File: src/fetchCore_cfg.svh
`ifndef FETCHCORE_CFG_SVH
`define FETCHCORE_CFG_SVH

// program counter and fetch packet geometry
`define ADDR_W 32
`define PKT_W 128
`define PKT_BYTES 16

// instruction memory is addressed in whole packets
`define INSTR_ADDR_W 28

`define QUEUE_DEPTH 4
`define RESET_PC 32'h0000_1000

// memory controller request fields
`define MC_SRAM_W 10
`define MC_EXT_W 30

`endif

File: src/fetchPkg.sv
`include "fetchCore_cfg.svh"

package fetchPkg;

	// the encoding doubles as the cache ID seen by the memory controller
	typedef enum logic [0:0] {
		OWNER_DATA = 1'b0,
		OWNER_INSTR = 1'b1
	} mcOwner_t;

	// byte address of a fetch packet
	typedef logic [`ADDR_W-1:0] pc_t;

	// one raw fetch packet, four 32-bit words
	typedef logic [`PKT_W-1:0] packet_t;

endpackage

File: src/fetchCore.sv
`timescale 1ns/1ps
`include "fetchCore_cfg.svh"

module fetchCore
	import fetchPkg::*;
(
	input logic clk,
	input logic rst,

	// fetch control
	input logic en,
	input logic redirect,
	input pc_t redirectPc,

	// instruction memory
	output logic [`INSTR_ADDR_W-1:0] instrAddr,
	output logic instrReadEnable,
	input packet_t instrRaw,

	// consumer side of the packet queue
	output logic pktValid,
	output pc_t pktPc,
	output packet_t pktData,
	input logic pktTake,

	// instruction cache fill requester
	input logic fillCe,
	input logic fillWe,
	input logic [`MC_SRAM_W-1:0] fillSramAddr,
	input logic [`MC_EXT_W-1:0] fillExtAddr,
	output logic fillBusy,

	// data cache requester
	input logic dataCe,
	input logic dataWe,
	input logic [`MC_SRAM_W-1:0] dataSramAddr,
	input logic [`MC_EXT_W-1:0] dataExtAddr,
	output logic dataBusy,

	// memory controller port
	output logic mcCe,
	output logic mcWe,
	output logic [`MC_SRAM_W-1:0] mcSramAddr,
	output logic [`MC_EXT_W-1:0] mcExtAddr,
	output mcOwner_t mcCacheId,
	input logic mcBusy
);

	logic fetchEn;
	pc_t pc;

	logic push;
	pc_t pushPc;
	packet_t pushData;

	// memory is addressed by packet, so the byte offset is dropped
	assign instrAddr = pc[`ADDR_W-1 -: `INSTR_ADDR_W];
	assign instrReadEnable = fetchEn;

	pcGen pcGenInst (
		.clk(clk),
		.rst(rst),
		.fetchEn(fetchEn),
		.redirect(redirect),
		.redirectPc(redirectPc),
		.pc(pc)
	);

	fetchStage fetchStageInst (
		.clk(clk),
		.rst(rst),
		.fetchEn(fetchEn),
		.redirect(redirect),
		.pc(pc),
		.instrRaw(instrRaw),
		.push(push),
		.pushPc(pushPc),
		.pushData(pushData)
	);

	// the queue also owns the fetch enable through its full state
	packetQueue packetQueueInst (
		.clk(clk),
		.rst(rst),
		.en(en),
		.flush(redirect),
		.push(push),
		.pushPc(pushPc),
		.pushData(pushData),
		.take(pktTake),
		.fetchEn(fetchEn),
		.valid(pktValid),
		.outPc(pktPc),
		.outData(pktData)
	);

	memArbiter memArbiterInst (
		.fillCe(fillCe),
		.fillWe(fillWe),
		.fillSramAddr(fillSramAddr),
		.fillExtAddr(fillExtAddr),
		.dataCe(dataCe),
		.dataWe(dataWe),
		.dataSramAddr(dataSramAddr),
		.dataExtAddr(dataExtAddr),
		.mcBusy(mcBusy),
		.mcCe(mcCe),
		.mcWe(mcWe),
		.mcSramAddr(mcSramAddr),
		.mcExtAddr(mcExtAddr),
		.mcCacheId(mcCacheId),
		.fillBusy(fillBusy),
		.dataBusy(dataBusy)
	);

endmodule

File: src/fetchStage.sv
`timescale 1ns/1ps

module fetchStage
	import fetchPkg::*;
(
	input logic clk,
	input logic rst,
	input logic fetchEn,
	input logic redirect,
	input pc_t pc,
	input packet_t instrRaw,
	output logic push,
	output pc_t pushPc,
	output packet_t pushData
);

	// stageValid[0] means an address went out in the last enabled cycle,
	// so its packet is due now
	// stageValid[1] means that packet sits in the hold register
	logic [1:0] stageValid;

	pc_t prevPc;
	packet_t heldPacket;

	logic captureHeld;

	// the first stalled cycle is the last one where instrRaw is still defined
	assign captureHeld = !fetchEn && stageValid[0] && !stageValid[1];

	always_ff @(posedge clk) begin
		if (rst || redirect) begin
			stageValid <= 2'b00;
		end else if (fetchEn) begin
			stageValid <= 2'b01;
		end else if (captureHeld) begin
			stageValid[1] <= 1'b1;
		end
	end

	always_ff @(posedge clk) begin
		if (captureHeld) begin
			heldPacket <= instrRaw;
		end
	end

	// the packet on the bus belongs to the address issued one enabled step ago
	always_ff @(posedge clk) begin
		if (fetchEn) begin
			prevPc <= pc;
		end
	end

	assign push = fetchEn && stageValid[0] && !redirect;
	assign pushPc = prevPc;
	assign pushData = stageValid[1] ? heldPacket : instrRaw;

endmodule

File: src/memArbiter.sv
`timescale 1ns/1ps
`include "fetchCore_cfg.svh"

module memArbiter
	import fetchPkg::*;
(
	input logic fillCe,
	input logic fillWe,
	input logic [`MC_SRAM_W-1:0] fillSramAddr,
	input logic [`MC_EXT_W-1:0] fillExtAddr,
	input logic dataCe,
	input logic dataWe,
	input logic [`MC_SRAM_W-1:0] dataSramAddr,
	input logic [`MC_EXT_W-1:0] dataExtAddr,
	input logic mcBusy,
	output logic mcCe,
	output logic mcWe,
	output logic [`MC_SRAM_W-1:0] mcSramAddr,
	output logic [`MC_EXT_W-1:0] mcExtAddr,
	output mcOwner_t mcCacheId,
	output logic fillBusy,
	output logic dataBusy
);

	// instruction fills always win the port
	always_comb begin
		if (fillCe) begin
			mcCe = fillCe;
			mcWe = fillWe;
			mcSramAddr = fillSramAddr;
			mcExtAddr = fillExtAddr;
			mcCacheId = OWNER_INSTR;
		end else begin
			mcCe = dataCe;
			mcWe = dataWe;
			mcSramAddr = dataSramAddr;
			mcExtAddr = dataExtAddr;
			mcCacheId = OWNER_DATA;
		end
	end

	// each side sees the port as busy while the other side requests it
	assign fillBusy = mcBusy || dataCe;
	assign dataBusy = mcBusy || fillCe;

endmodule

File: src/packetQueue.sv
`timescale 1ns/1ps
`include "fetchCore_cfg.svh"

module packetQueue
	import fetchPkg::*;
(
	input logic clk,
	input logic rst,
	input logic en,
	input logic flush,
	input logic push,
	input pc_t pushPc,
	input packet_t pushData,
	input logic take,
	output logic fetchEn,
	output logic valid,
	output pc_t outPc,
	output packet_t outData
);

	localparam int PTR_W = $clog2(`QUEUE_DEPTH);
	localparam int CNT_W = PTR_W + 1;

	pc_t pcMem [`QUEUE_DEPTH];
	packet_t dataMem [`QUEUE_DEPTH];

	logic [PTR_W-1:0] wrPtr;
	logic [PTR_W-1:0] rdPtr;
	logic [CNT_W-1:0] count;

	logic full;
	logic doPush;
	logic doPop;

	function automatic logic [PTR_W-1:0] nextPtr(input logic [PTR_W-1:0] ptr);
		if (ptr == PTR_W'(`QUEUE_DEPTH - 1)) begin
			return '0;
		end
		return ptr + 1'b1;
	endfunction

	assign full = (count == CNT_W'(`QUEUE_DEPTH));
	assign valid = (count != '0);

	// fetch stops as soon as every slot is taken
	assign fetchEn = en && !full;

	assign doPush = push && !full && !flush;
	assign doPop = valid && take && !flush;

	always_ff @(posedge clk) begin
		if (rst || flush) begin
			wrPtr <= '0;
			rdPtr <= '0;
			count <= '0;
		end else begin
			if (doPush) begin
				wrPtr <= nextPtr(wrPtr);
			end
			if (doPop) begin
				rdPtr <= nextPtr(rdPtr);
			end
			case ({doPush, doPop})
				2'b10: count <= count + 1'b1;
				2'b01: count <= count - 1'b1;
				default: count <= count;
			endcase
		end
	end

	always_ff @(posedge clk) begin
		if (doPush) begin
			pcMem[wrPtr] <= pushPc;
			dataMem[wrPtr] <= pushData;
		end
	end

	assign outPc = pcMem[rdPtr];
	assign outData = dataMem[rdPtr];

endmodule

File: src/pcGen.sv
`timescale 1ns/1ps
`include "fetchCore_cfg.svh"

module pcGen
	import fetchPkg::*;
(
	input logic clk,
	input logic rst,
	input logic fetchEn,
	input logic redirect,
	input pc_t redirectPc,
	output pc_t pc
);

	// number of low address bits covered by one packet
	localparam int ALIGN_W = $clog2(`PKT_BYTES);

	pc_t alignedTarget;
	pc_t nextSeqPc;

	// redirect targets are forced onto a packet boundary
	assign alignedTarget = {redirectPc[`ADDR_W-1:ALIGN_W], {ALIGN_W{1'b0}}};

	assign nextSeqPc = pc + pc_t'(`PKT_BYTES);

	// a redirect wins even while fetch is stalled
	always_ff @(posedge clk) begin
		if (rst) begin
			pc <= pc_t'(`RESET_PC);
		end else if (redirect) begin
			pc <= alignedTarget;
		end else if (fetchEn) begin
			pc <= nextSeqPc;
		end
	end

endmodule

File: config.mk
export PLATFORM = sky130hd
export DESIGN_NAME = fetchCore
export DESIGN_NICKNAME = d
export VERILOG_FILES = /design/src/fetchPkg.sv /design/src/fetchCore.sv /design/src/fetchStage.sv /design/src/memArbiter.sv /design/src/packetQueue.sv /design/src/pcGen.sv
export VERILOG_INCLUDE_DIRS = /design/src /design/src/src
export SDC_FILE = /design/constraint.sdc
export NUM_CORES = 1
export LEC_CHECK = 0
export ABC_AREA = 0
export BUFFER_PORTS_ARGS = -buffer_cell sky130_fd_sc_hd__buf_2
export CORE_ASPECT_RATIO = 1.25
export CORE_MARGIN = 4
export CORE_UTILIZATION = 42
export DETAILED_ROUTE_END_ITERATION = 7
export PLACE_DENSITY = 0.68
export SYNTH_ARGS = -nofsm -noshare
export SYNTH_HDL_FRONTEND = slang
export SYNTH_SLANG_ARGS = --single-unit
File: constraint.sdc
create_clock -name clk -period 11.9 [get_ports clk]
set_input_delay 0.595 -clock clk [delete_from_list [all_inputs] [get_ports clk]]
set_output_delay 0.595 -clock clk [all_outputs]
set_load 0.02 [all_outputs]
# Word-level counts from Yosys, hierarchy flattened
# Memory sizes are Yosys's and may differ from the RTL's. A register that Yosys moved wholly into a read port is not among the register bits.
# Index checks and enable logic that the tools add are counted.
# classes
n_eq_ne,5
n_reduce_logical,21
muxes,25
addsub,5
# op_table
op,n
128-bit two-way mux,1
32-bit two-way mux,2
32-bit by 5-bit adder with 32-bit output (second input constant),1
30-bit two-way mux,1
2-bit two-way mux,8
1-bit two-way mux,11
10-bit two-way mux,1
1-bit logical AND,9
2-bit == test (second input constant),3
3-bit case mux with 2 select lines,1
2-bit by 1-bit adder with 2-bit output (second input constant),2
1-bit logical NOT,4
2-bit nonzero test,2
2-bit OR reduction,2
3-bit by 1-bit adder with 3-bit output (second input constant),1
3-bit == test (second input constant),1
1-bit logical OR,3
3-bit nonzero test,1
3-bit by 1-bit subtractor with 3-bit output (second input constant),1
2-bit by 1-bit == test with 1-bit output (second input constant),1
# word_totals
ff_bits,201
n_memories,2
word_cells,67
out_inout_bits,235
ramBits,640
in_bits,250
# memory_table
memory,depth,width,rd,rd_clocked_by_memory_dff,wr,line_no,source
packetQueueInst.dataMem,4,128,1,1,1,packetQueue.sv:25,packet_t dataMem [`QUEUE_DEPTH];
packetQueueInst.pcMem,4,32,1,1,1,packetQueue.sv:24,pc_t pcMem [`QUEUE_DEPTH];

# Logic depth before layout (Yosys ltp)
# Gate-level depths: netlist (run 1).
# logic_depth
word_depth,10
depth_mapped,11
ltp_nobuf,10

# Cells and area by module
# Synthesis (run 1) repeated with hierarchy kept, for this count alone.
# unflattened
cells_unflattened,1482
area_unflattened_um2,32567.5
# by_module_without_submodules
module,area_per_inst_um2,seq_area_each_um2,cells_each,n_inst
packetQueue,23572.6,19398.6,894,1
fetchStage,6417.4,4844.6,311,1
pcGen,1855.5,560.5,227,1
memArbiter,721.9,0.0,50,1

# Worst setup path after synthesis (run 1)
# OpenSTA, ideal clock, no wires.
# synth_timing
path_type,register to register
start,register packetQueueInst.count[0]
end,"register fetchStageInst.heldPacket[0], enable pin"
t_required_ns,11.102
n_path_buf,1
arrival_ns,10.658
path_slack_ns,0.443
stages_incl_launch_ff,5
period_less_slack_ns,11.457
setup_ns,0.798
cell_sequence,dfxtp_1 or3b_2 and2_1 buf_2 nor3b_1
# synth_via
elab_chain_cells,6
# synth_lines
item,line_no,source
from (decl),packetQueue.sv:29,logic [CNT_W-1:0] count;
from (signal assigned),packetQueue.sv:64,2'b10: count <= count + 1'b1;
from (signal assigned),packetQueue.sv:65,2'b01: count <= count - 1'b1;
from (signal assigned),packetQueue.sv:66,default: count <= count;
3-bit == test,packetQueue.sv:42,assign full = (count == CNT_W'(`QUEUE_DEPTH));
1-bit logical NOT,packetQueue.sv:46,assign fetchEn = en && !full;
1-bit logical AND,packetQueue.sv:46,
via instrReadEnable,fetchCore.sv:17,"output logic instrReadEnable,"
1-bit logical NOT,fetchStage.sv:28,assign captureHeld = !fetchEn && stageValid[0] && !stageValid[1];
1-bit logical AND (2 in a row),fetchStage.sv:28,
via fetchStageInst.captureHeld,fetchStage.sv:25,logic captureHeld;
to (signal assigned),fetchStage.sv:42,heldPacket <= instrRaw;
to (decl),fetchStage.sv:23,packet_t heldPacket;
# The timed path passes the listed nets, and every way through them passes these cells.
# A chain may end at the register's enable or synchronous reset.

==> results of run 1 <==
[final cells by class]
cell class	instances	area [sq um]
Timing Repair Buffer	489	2550
Multi-Input combinational cell	545	6880
Tap cell	960	1200
Clock buffer	96	2130
Fill cell	5829	36200
Sequential cell	819	24200
Inverter	14	52.6
Antenna cell	11	27.5
Clock inverter	55	499
[path summary, 6_finish.rpt]
path	to	cells after the start
min reg2reg	flop	2
max reg2reg	fetchStageInst.heldPacket[94]	5
min	fetchStageInst.heldPacket[123]	1
max	pktData[69]	4
[layout by cell type (no fill, tap or decap), drive strengths merged, types with 6 or more instances in the layout]
master and n:
nor2 32, nor4 9, a211oi 11, ha 7, nand4 13, nand3 10
nor3 8, mux2 169, nand2 18, inv 19, and4 7, a311oi 9
dfxtp 39, a2111oi 6, o31ai 6, a21oi 8, clkbuf 96, clkinv 41
edfxtp 780, xnor2 7, buf 489, and2 7, bufinv 7, mux4 156
or3 7, diode 11
[critical path, delay by kind of cell (launching register included)]
kind / cells / cell delay, ns
flops: 1 / 0.67
mux: 1 / 0.62
buf+inv: 3 / 1.84
[metal layers]
metal | global-route usage [%] | routed length, um | part of all wire, %
met2 | 31.8 | 37200 | 52
met1 | 20.9 | 26400 | 37
met5 | 0 | 52 | 0.072
met4 | 7.59 | 2930 | 4.1
met3 | 4.53 | 5370 | 7.5
[kinds of logic after synthesis]
group                    count (synthesis)  synth area share, %
AO/OA/AOI/OAI                           56                 1.31
flip-flops                             819                 77.0
adder cells (fa/ha/maj)                  8                0.342
AND/OR/NAND/NOR                        139                 2.55
buffers and inverters                   88                 1.23
other                                    1               0.0119
XOR/XNOR                                11                0.306
multiplexers                           327                 17.3
[sequential cells by signal (all words and copies together), names as in the netlist, named ones only]
signal and count:
packetQueueInst.dataMem 512, fetchStageInst.heldPacket 128, packetQueueInst.pcMem 112, fetchStageInst.pushPc 28, pcGenInst.pc 28, packetQueueInst.count 3
fetchStageInst.stageValid 2, packetQueueInst.rdPtr 2, packetQueueInst.wrPtr 2
[power by group through the flow]
stage / registers (W) / logic [W] / clock network (W)
global placement: 0.00328 / 0.000218 / 0
floorplan: 0.00328 / 0.000118 / 0
finish: 0.00322 / 0.000224 / 0.00250
detailed placement: 0.00328 / 0.000226 / 0
global route: 0.00322 / 0.000243 / 0.00271
CTS: 0.00322 / 0.000227 / 0.00259
[metrics by stage]
step	hold WS [ns]	power (W)	utilization, %	area (sq um)
6_report	0.160	0.00594	50.9	37600
2_1_floorplan	0.454	0.00340	-	31500
4_1_cts	0.100	0.00603	50.9	37500
3_5_place_dp	0.485	0.00350	47.3	34900
5_1_grt	0.109	0.00618	50.9	37600
3_3_place_gp	0.465	0.00349	47.3	34900
==> out/qor.json, run 1 <==
{
  "cts.hold.buffers_added": {"value": 0},
  "worstReg2RegStart": {"value": "packetQueueInst.count[0]"},
  "cts-htree-levels": {"value": 3},
  "max_slew.worst_pin.slew": {"value": 1.08, "unit": "ns"},
  "peakVddDrop": {"value": 0.0930, "unit": "mV"},
  "die_h": {"value": 314, "unit": "um"},
  "layout-area-overhead-vs-synth": {"value": 19.4, "unit": "%"},
  "finalWorstSetupSlack": {"value": 7.45, "unit": "ns"},
  "drt_iter0_markers": {"value": 927},
  "clk-insertion-delay-late": {"value": 0.63, "unit": "ns"},
  "required_time_of_the_critical_path": {"value": 11.31, "unit": "ns"},
  "result_of_the_run": {"value": "finished, final reports clean"},
  "synth-async-reset-ratio": {"value": 0, "unit": "%"},
  "wirelength": {"value": 72000, "unit": "um"},
  "place.port_buffers": {"value": 476},
  "p_per_area": {"value": 158, "unit": "nW/um^2"},
  "hold_viol_final": {"value": 0},
  "fp.dieW": {"value": 253, "unit": "um"},
  "cts_sinks": {"value": 819},
  "fraction_of_power_spent_switching_nets": {"value": 20.5, "unit": "%"},
  "fmaxAchievable": {"value": 225, "unit": "MHz"},
  "synth_top_cells_by_area": {"value": "edfxtp_1 74%, mux4_2 11%, mux2_2 6.1%, dfxtp_1 2.5%, clkbuf_1 0.54%"},
  "cpMostUsedCell": {"value": "buf_4"},
  "post_cts.resized_instances": {"value": 0},
  "netSwitchingPower": {"value": 0.00122, "unit": "W"},
  "clock_power_share": {"value": 42.1, "unit": "%"},
  "post-dp-hpwl": {"value": 43700, "unit": "um"},
  "timing_worst_setup_path_type": {"value": "reg -> out"},
  "yosysMostFrequentCell": {"value": "edfxtp_1"},
  "hold_start": {"value": "instrRaw[123]"},
  "worstPathMaxFanout": {"value": 45},
  "min-delay-path-class": {"value": "in -> reg"},
  "floorplan.core_area": {"value": 73700, "unit": "sq um"},
  "antenna_found_initial": {"value": 19},
  "root_buffer": {"value": "clkbuf_16"},
  "ys_seq_area_share": {"value": 77.0, "unit": "%"},
  "syn_inst": {"value": 1449},
  "cts_tree": {"value": "built"},
  "netlist-cell-type-count": {"value": 53},
  "postRouteAntennaNets": {"value": 0},
  "period_minus_slack": {"value": 4.45, "unit": "ns"},
  "grt_max_degree": {"value": 129},
  "worst_setup_hold_path_clk_slew": {"value": 0.06, "unit": "ns"},
  "drt-wirelength-per-cell": {"value": 24.1, "unit": "um"},
  "final_max_slew_viol_count": {"value": 0},
  "critical_path.slowest_cell": {"value": "buf_4"},
  "synth-edff-count": {"value": 780},
  "worst_setup_path_end_kind": {"value": "primary output"},
  "start_util": {"value": 42.6, "unit": "%"},
  "list_of_cells_traversed_by_the_critical_path": {"value": "buf_4, buf_4, mux4_2, buf_2"},
  "count_of_placed_standard_cells_including_taps": {"value": 2827},
  "io-pin-count": {"value": 485},
  "global_route.overflow_total": {"value": 0},
  "first_global_vias": {"value": 17404},
  "internal_power": {"value": 0.00473, "unit": "W"},
  "vias": {"value": 16091},
  "final_min_period_over_clock_period": {"value": 37.4, "unit": "%"},
  "global_route_wire_length_before_repair": {"value": 108000, "unit": "um"},
  "grt_setup_unrepaired": {"value": "no"},
  "commonest_cells_post_synth": {"value": "780 x edfxtp_1, 169 x mux2_2, 156 x mux4_2"},
  "pre_cts_setup_slack": {"value": 7.86, "unit": "ns"},
  "power.static_leakage": {"value": 12.5, "unit": "nW"},
  "startpoint_type": {"value": "flop"},
  "cts_setup_buffers": {"value": 0},
  "globalplace.congestion": {"value": 0.916},
  "biggest_cell_delay_along_the_critical_path": {"value": 0.88, "unit": "ns"},
  "timing.final.setup_violations": {"value": 0},
  "syn_area": {"value": 31400, "unit": "sq um"},
  "setup_slack_on_the_worst_flop_to_flop_path": {"value": 8.84, "unit": "ns"},
  "post-route-drc-count": {"value": 0},
  "worst_endpoint_data_arrival_time": {"value": 3.85, "unit": "ns"},
  "max_slew_margin": {"value": 27.7, "unit": "%"},
  "seq_power_share": {"value": 54.1, "unit": "%"},
  "drt_first_pass_iters": {"value": 5},
  "post_route_cells_drive_above_1_share": {"value": 47.0, "unit": "%"},
  "grt.total_usage": {"value": 18.0, "unit": "%"},
  "ys.warnings.count": {"value": 0},
  "p_comb_share": {"value": 3.8, "unit": "%"},
  "postSynthAreaPerCell": {"value": 21.7, "unit": "sq um"},
  "finalClockSkew": {"value": 0.0282, "unit": "ns"},
  "finish.cell_count_without_fillers": {"value": 2989},
  "synthDominantAreaCellType": {"value": "edfxtp_1"},
  "yosys_most_used_dff": {"value": "edfxtp_1"},
  "finalNetCount": {"value": 2209},
  "via_per_inst": {"value": 5.38},
  "synth_top_cell_area_share": {"value": 74.5, "unit": "%"},
  "synth.ff_latch_count": {"value": 819},
  "maxCapViolCount": {"value": 0},
  "setup-tns-final": {"value": 0, "unit": "ns"},
  "cts-root-to-sink-buffers": {"value": 3},
  "dieArea": {"value": 79300, "unit": "sq um"},
  "rows": {"value": 111},
  "numCtsBuffers": {"value": 82}
}
Power figures use the tool's default switching activity.
==> inputs of run 2 (changes only) <==
Settings changed: ABC_AREA 0 to 1, PLACE_DENSITY 0.68 to 0.66.
Clock period 11.9 ns to 4.26 ns, I/O delays scaled along.
==> run 2 against run 1 <==
Critical path depth is 1 higher. Hold slack worse by 0.061 ns. Cell area is 6.5% higher. Register-to-register slack worse by 6.9 ns. Cell count is 42% higher. Clock-buffer cell count is 3 higher. Area after synthesis is 2.5% higher.
==> out/qor.json, run 2 <==
{
  "finalClockSkew": {"value": 0.0191, "unit": "ns"},
  "cts.hold.buffers_added": {"value": 157},
  "final_max_slew_viol_count": {"value": 0},
  "maxCapViolCount": {"value": 0},
  "startpoint_type": {"value": "flop"},
  "global_route_wire_length_before_repair": {"value": 127000, "unit": "um"},
  "timing_worst_setup_path_type": {"value": "reg -> out"},
  "grt_setup_unrepaired": {"value": "no"},
  "grt_max_degree": {"value": 165},
  "cts_sinks": {"value": 819},
  "cts_setup_buffers": {"value": 0},
  "required_time_of_the_critical_path": {"value": 4.05, "unit": "ns"},
  "layout_commonest_cell": {"value": "edfxtp_1"},
  "yosys_most_used_dff": {"value": "edfxtp_1"},
  "post_cts.resized_instances": {"value": 0},
  "post-route-drc-count": {"value": 0},
  "antenna_found_initial": {"value": 4},
  "routedLengthMet1": {"value": 33500, "unit": "um"},
  "global_route.overflow_total": {"value": 0},
  "post_route_cells_drive_above_1_share": {"value": 20.8, "unit": "%"},
  "worst_endpoint_data_arrival_time": {"value": 2.64, "unit": "ns"},
  "pre_cts_setup_slack": {"value": 1.90, "unit": "ns"},
  "synth.ff_latch_count": {"value": 819},
  "yosysMostFrequentCell": {"value": "edfxtp_1"},
  "worstPathMaxFanout": {"value": 67},
  "worst_setup_path_end_kind": {"value": "primary output"},
  "power.static_leakage": {"value": 15.1, "unit": "nW"},
  "commonest_cells_after_routing_fill_and_taps_aside": {"value": "780 x edfxtp_1, 609 x nand2_1, 476 x buf_2"},
  "n_fill_cell": {"value": 6456},
  "ys.warnings.count": {"value": 0},
  "drt_iter0_markers": {"value": 1477},
  "die_h": {"value": 318, "unit": "um"},
  "first_global_vias": {"value": 22280},
  "peakVddDrop": {"value": 0.236, "unit": "mV"},
  "finalWorstSetupSlack": {"value": 1.40, "unit": "ns"},
  "drt-wirelength-per-cell": {"value": 19.7, "unit": "um"},
  "seqCellArea": {"value": 24200, "unit": "sq um"},
  "io-pin-count": {"value": 485},
  "postSynthAreaPerCell": {"value": 12.4, "unit": "sq um"},
  "synth_top_cell_area_share": {"value": 72.7, "unit": "%"},
  "numCtsBuffers": {"value": 84},
  "cts_tree": {"value": "built"},
  "grt.total_usage": {"value": 20.0, "unit": "%"},
  "largest_register_ff_count": {"value": 512},
  "wirelength": {"value": 83800, "unit": "um"},
  "hold_viol_final": {"value": 0},
  "multiInputGateArea": {"value": 7170, "unit": "sq um"},
  "result_of_the_run": {"value": "finished, final reports clean"},
  "post-dp-hpwl": {"value": 48800, "unit": "um"},
  "detailroute.wirelength.met2": {"value": 42200, "unit": "um"},
  "wl_met3": {"value": 5500, "unit": "um"},
  "syn_inst": {"value": 2605},
  "layout-area-overhead-vs-synth": {"value": 24.1, "unit": "%"},
  "synth_top_cells_by_area": {"value": "edfxtp_1 73%, nand2_1 7.1%, o21ai_0 4.6%, nor2_1 4.0%, o22ai_1 3.0%"},
  "drt_first_pass_iters": {"value": 5},
  "place.port_buffers": {"value": 476},
  "fmaxAchievable": {"value": 350, "unit": "MHz"},
  "clk-insertion-delay-late": {"value": 0.62, "unit": "ns"},
  "p_per_area": {"value": 422, "unit": "nW/um^2"},
  "postRouteAntennaNets": {"value": 0},
  "fp.dieW": {"value": 256, "unit": "um"},
  "synth-edff-count": {"value": 780},
  "regMostFlops": {"value": "packetQueueInst.dataMem"},
  "cts-htree-levels": {"value": 3},
  "ys_seq_area_share": {"value": 75.1, "unit": "%"},
  "globalplace.congestion": {"value": 0.838},
  "dieArea": {"value": 81300, "unit": "sq um"},
  "finalNetCount": {"value": 3465},
  "synth-async-reset-ratio": {"value": 0, "unit": "%"},
  "period_minus_slack": {"value": 2.86, "unit": "ns"},
  "synthDominantAreaCellType": {"value": "edfxtp_1"},
  "syn_area": {"value": 32200, "unit": "sq um"},
  "cts-root-to-sink-buffers": {"value": 3},
  "vias": {"value": 22040},
  "final_min_period_over_clock_period": {"value": 67.1, "unit": "%"},
  "max_slew.worst_pin.slew": {"value": 0.878, "unit": "ns"},
  "hold_ws": {"value": 0.0987, "unit": "ns"},
  "timing.final.setup_violations": {"value": 0},
  "floorplan.core_area": {"value": 76100, "unit": "sq um"},
  "fin_util": {"value": 52.6, "unit": "%"},
  "final_cell_area": {"value": 40000, "unit": "sq um"},
  "start_util": {"value": 42.4, "unit": "%"},
  "top_regs": {"value": "packetQueueInst.dataMem: 512 flops, fetchStageInst.heldPacket: 128 flops, packetQueueInst.pcMem: 112 flops"},
  "root_buffer": {"value": "clkbuf_16"},
  "commonest_cells_post_synth": {"value": "780 x edfxtp_1, 610 x nand2_1, 342 x nor2_1"},
  "dpl-instance-area": {"value": 35700, "unit": "sq um"},
  "min-delay-path-class": {"value": "in -> reg"},
  "worst_setup_hold_path_clk_slew": {"value": 0.06, "unit": "ns"},
  "via_per_inst": {"value": 5.18},
  "maxUsedRoutingLayer": {"value": "met5"},
  "max_slew_margin": {"value": 41.4, "unit": "%"},
  "rows": {"value": 113},
  "netlist-cell-type-count": {"value": 41}
}
## run 2: changes by cell type in the layout (fill, tap and decap cells not counted), sizes merged, moves of 157 or more
cell,before,now
nand2,18,619
o21ai,5,335
nor2,32,357
mux2,169,0
dlygate4sd3,0,157
## run 2: worst paths after layout
path,start,endpoint,slack [ns],cells after the start
max,flop,pktPc[27],1.40,5
min,rst,pcGenInst.pc[9],0.1,2
min reg2reg,fetchStageInst.pushPc[14],packetQueueInst.pcMem[3][14],0.49,0
max reg2reg,fetchStageInst.stageValid[1],packetQueueInst.dataMem[1][119],1.95,4
## run 2: final cells by class
| cell class | count | share of cell area (%) |
|---|---|---|
| sequential | 819 | 60.5 |
| clock inverter | 57 | 1.29 |
| antenna | 3 | 0.0188 |
| tap | 977 | 3.06 |
| inverter | 64 | 0.641 |
| multi-input combinational | 1571 | 17.9 |
| clock buffer | 99 | 5.47 |
| timing repair buffer | 667 | 11.1 |
## run 2: per-layer routing
layer / track usage (%) / up-vias
met4: 7.22 / 2
met5: 0 / -
li1: - / 10479
met3: 4.28 / 144
met1: 24.2 / 10660
met2: 35.2 / 755
## run 2: worst max-delay path, stage by stage (launching register included)
cell,delay (ns)
dfxtp_4,0.50
inv_4,0.41
buf_12,0.37
o21ai_0,0.16
o22ai_1,0.25
buf_2,0.24
## run 2: per-stage QoR
stage / instances / setup TNS [ns] / total power, W
floorplan: 2608 / -742.21 / 0.00949
global placement: 3941 / 0 / 0.00981
detailed placement: 3941 / 0 / 0.00982
CTS: 4254 / 0 / 0.0170
global route: 4254 / 0 / 0.0175
finish: 4257 / 0 / 0.0169
## run 2: kinds of logic (layout without fill, tap and decap cells)
logic type,count (synthesis),count (layout),share of synthesized area [%]
other cells,1,7,0.0116
xor+xnor,9,9,0.245
simple gates,1019,1019,12.5
compound gates,531,531,8.97
buf+inv,218,887,2.84
fa+ha+maj,8,8,0.334
flops,819,819,75.1
## run 2: where the power goes
group,internal [W],switching [W]
Combinational,0.000312,0.000477
Sequential,0.00892,0.0000638
Clock,0.00408,0.00301
Total,0.0133,0.00355
==> inputs of run 3 (changes only) <==
Settings changed: ABC_AREA 1 to 0, PLACE_DENSITY 0.66 to 0.68.
Clock period 4.26 ns to 2.36 ns, I/O delays scaled along.
==> run 3 against run 2 <==
Clock skew is 0.0023 ns higher. Global-route usage is 1.4 points lower. Sequential cell count stayed put. Combinational power is 83% higher. Clock power is 78% higher. Clock-buffer cell count stayed put. Cell area is 0.34% lower. Cell count is 25% lower. First-iteration DRC count is 22% lower. Worst setup slack worse by 1.3 ns. Critical endpoint is now pktPc[20]. Largest cell class unchanged.
==> out/qor.json, run 3 (synthesis results as in run 1) <==
{
  "timing.final.setup_violations": {"value": 0},
  "max_slew_margin": {"value": 40.9, "unit": "%"},
  "cts_tree": {"value": "built"},
  "critical_path.reg2reg.endpoint": {"value": "packetQueueInst.count[2]"},
  "critical_path.slowest_cell": {"value": "mux4_2"},
  "cts_sinks": {"value": 819},
  "rows": {"value": 111},
  "root_buffer": {"value": "clkbuf_16"},
  "global_route.overflow_total": {"value": 0},
  "wirelength": {"value": 75100, "unit": "um"},
  "power.static_leakage": {"value": 13.5, "unit": "nW"},
  "globalplace.congestion": {"value": 0.895},
  "drt_iter0_markers": {"value": 1151},
  "worst_setup_path_end_kind": {"value": "primary output"},
  "worst_endpoint_data_arrival_time": {"value": 2.18, "unit": "ns"},
  "worstPathMaxFanout": {"value": 47},
  "die_h": {"value": 314, "unit": "um"},
  "min-delay-path-class": {"value": "in -> reg"},
  "global_route_wire_length_before_repair": {"value": 112000, "unit": "um"},
  "postRouteAntennaNets": {"value": 0},
  "largest_register_ff_count": {"value": 512},
  "post-route-drc-count": {"value": 0},
  "result_of_the_run": {"value": "finished, final reports clean"},
  "start_util": {"value": 42.6, "unit": "%"},
  "grt.total_usage": {"value": 18.6, "unit": "%"},
  "grt_setup_unrepaired": {"value": "yes"},
  "commonest_cells_after_routing_fill_and_taps_aside": {"value": "780 x edfxtp_1, 469 x buf_2, 169 x mux2_2"},
  "antenna_found_initial": {"value": 2},
  "regMostFlops": {"value": "packetQueueInst.dataMem"},
  "min_delay_worst_endpoint": {"value": "pcGenInst.pc[10]"},
  "cts-root-to-sink-buffers": {"value": 3},
  "total_power": {"value": 0.0303, "unit": "W"},
  "final_min_period_over_clock_period": {"value": 97.2, "unit": "%"},
  "pre_cts_setup_slack": {"value": -0.0668, "unit": "ns"},
  "count_of_placed_standard_cells_including_taps": {"value": 2865},
  "fmaxAchievable": {"value": 436, "unit": "MHz"},
  "layout_commonest_cell": {"value": "edfxtp_1"},
  "post-dp-hpwl": {"value": 47100, "unit": "um"},
  "top_regs": {"value": "packetQueueInst.dataMem: 512 flops, fetchStageInst.heldPacket: 128 flops, packetQueueInst.pcMem: 112 flops"},
  "post_route_cells_drive_above_1_share": {"value": 45.4, "unit": "%"},
  "period_minus_slack": {"value": 2.29, "unit": "ns"},
  "drt-wirelength-per-cell": {"value": 23.6, "unit": "um"},
  "hold_viol_final": {"value": 0},
  "seqCellArea": {"value": 24200, "unit": "sq um"},
  "startpoint_type": {"value": "flop"},
  "dieArea": {"value": 79300, "unit": "sq um"},
  "final_max_slew_viol_count": {"value": 0},
  "worst_setup_hold_path_clk_slew": {"value": 0.06, "unit": "ns"},
  "finalNetCount": {"value": 2410},
  "numCtsBuffers": {"value": 81},
  "finalClockSkew": {"value": 0.0214, "unit": "ns"},
  "via_per_inst": {"value": 5.32},
  "rr_worst_depth": {"value": 10},
  "n_fill_cell": {"value": 5686},
  "place.port_buffers": {"value": 476},
  "required_time_of_the_critical_path": {"value": 2.24, "unit": "ns"},
  "hold_ws": {"value": 0.117, "unit": "ns"},
  "setup_slack_on_the_worst_flop_to_flop_path": {"value": 0.07, "unit": "ns"},
  "fp.dieW": {"value": 253, "unit": "um"},
  "finalWorstSetupSlack": {"value": 0.0661, "unit": "ns"},
  "peakVddDrop": {"value": 0.474, "unit": "mV"},
  "biggest_cell_delay_along_the_critical_path": {"value": 0.60, "unit": "ns"},
  "io-pin-count": {"value": 485},
  "finish.cell_count_without_fillers": {"value": 3182},
  "worstReg2RegStart": {"value": "packetQueueInst.count[1]"},
  "timing_worst_setup_path_type": {"value": "reg -> out"},
  "vias": {"value": 16936},
  "grt_max_degree": {"value": 103},
  "layout-area-overhead-vs-synth": {"value": 26.8, "unit": "%"},
  "first_global_vias": {"value": 18229},
  "max_slew.worst_pin.slew": {"value": 0.887, "unit": "ns"},
  "clk-insertion-delay-late": {"value": 0.62, "unit": "ns"},
  "min_delay_path_depth": {"value": 2},
  "maxCapViolCount": {"value": 0},
  "p_per_area": {"value": 759, "unit": "nW/um^2"},
  "multiInputGateArea": {"value": 6920, "unit": "sq um"},
  "timing.critical_path.max_delay_family": {"value": "multiplexers"},
  "floorplan.core_area": {"value": 73700, "unit": "sq um"},
  "hold_start": {"value": "rst"},
  "cts-htree-levels": {"value": 3},
  "drt_first_pass_iters": {"value": 5},
  "worstPathBufferInverterCount": {"value": 2},
  "list_of_cells_traversed_by_the_critical_path": {"value": "buf_16, mux4_2, buf_2"}
}
-- run 3: changes by cell type in the layout (fill, tap and decap cells not counted), moves of 40 or more --
| cell | delta |
|---|---|
| mux4_2 | +156 |
| o21ai_0 | -290 |
| mux2_2 | +169 |
| o21ai_1 | -40 |
| nand2_1 | -591 |
| o22ai_1 | -156 |
| inv_1 | -44 |
| nor2_1 | -306 |
-- run 3: cell type report --
cell class                 instances  share of cell area, %
antenna                            3                 0.0188
clock buffer                      99                   5.44
clock inverter                    51                   1.16
inverter                          14                  0.138
multi-input combinational        545                   17.4
sequential                       819                   60.8
tap                              960                   3.01
timing repair buffer             691                   12.1
-- run 3: routing by layer --
layer	vias to the layer above	track usage (%)	routed length, um
li1	7448	-	-
met1	8686	22.1	28200
met2	673	33.2	39300
met3	129	3.75	4920
met4	0	7.54	2660
met5	-	0	0
-- run 3: per-stage QoR --
| step | cell area (sq um) | setup TNS [ns] | utilization, % |
|---|---|---|---|
| 5_1_grt | 39900 | -0.517 | 54.0 |
| 4_1_cts | 39800 | -0.133 | 54.0 |
| 3_5_place_dp | 35500 | -0.0668 | 48.1 |
| 6_report | 39900 | 0 | 54.0 |
| 2_1_floorplan | 31500 | -656.73 | - |
| 3_3_place_gp | 35500 | -0.0464 | 48.1 |
-- run 3: how the worst max path moves through the flow --
stage                     slack (ns)                      from  depth (start not counted)                      endpoint
after global placement         -0.05  packetQueueInst.count[1]                         10      packetQueueInst.count[2]
final                           0.07                      flop                          3                     pktPc[20]
after detailed placement       -0.07  packetQueueInst.count[2]                         10      packetQueueInst.count[2]
after CTS                      -0.02                      flop                          3                     pktPc[20]
after global routing           -0.04                      flop                          3                     pktPc[20]
after floorplan                -2.43  packetQueueInst.count[1]                          4  fetchStageInst.heldPacket[0]
-- run 3: report_power, final --
group	switching, W	internal (W)	leakage, nW
registers	0.000115	0.0161	7.40
logic	0.000760	0.000678	4.81
clock network	0.00537	0.00725	1.30
total	0.00625	0.0240	13.5
-- run 3: timing repair --
action,CTS,global route
hold endpoints to repair,672,0
setup endpoints to repair,75,53
hold buffers,159,0
pin swaps,2,1
cloned,1,1
buffers inserted,3,0
resized for setup,18,9
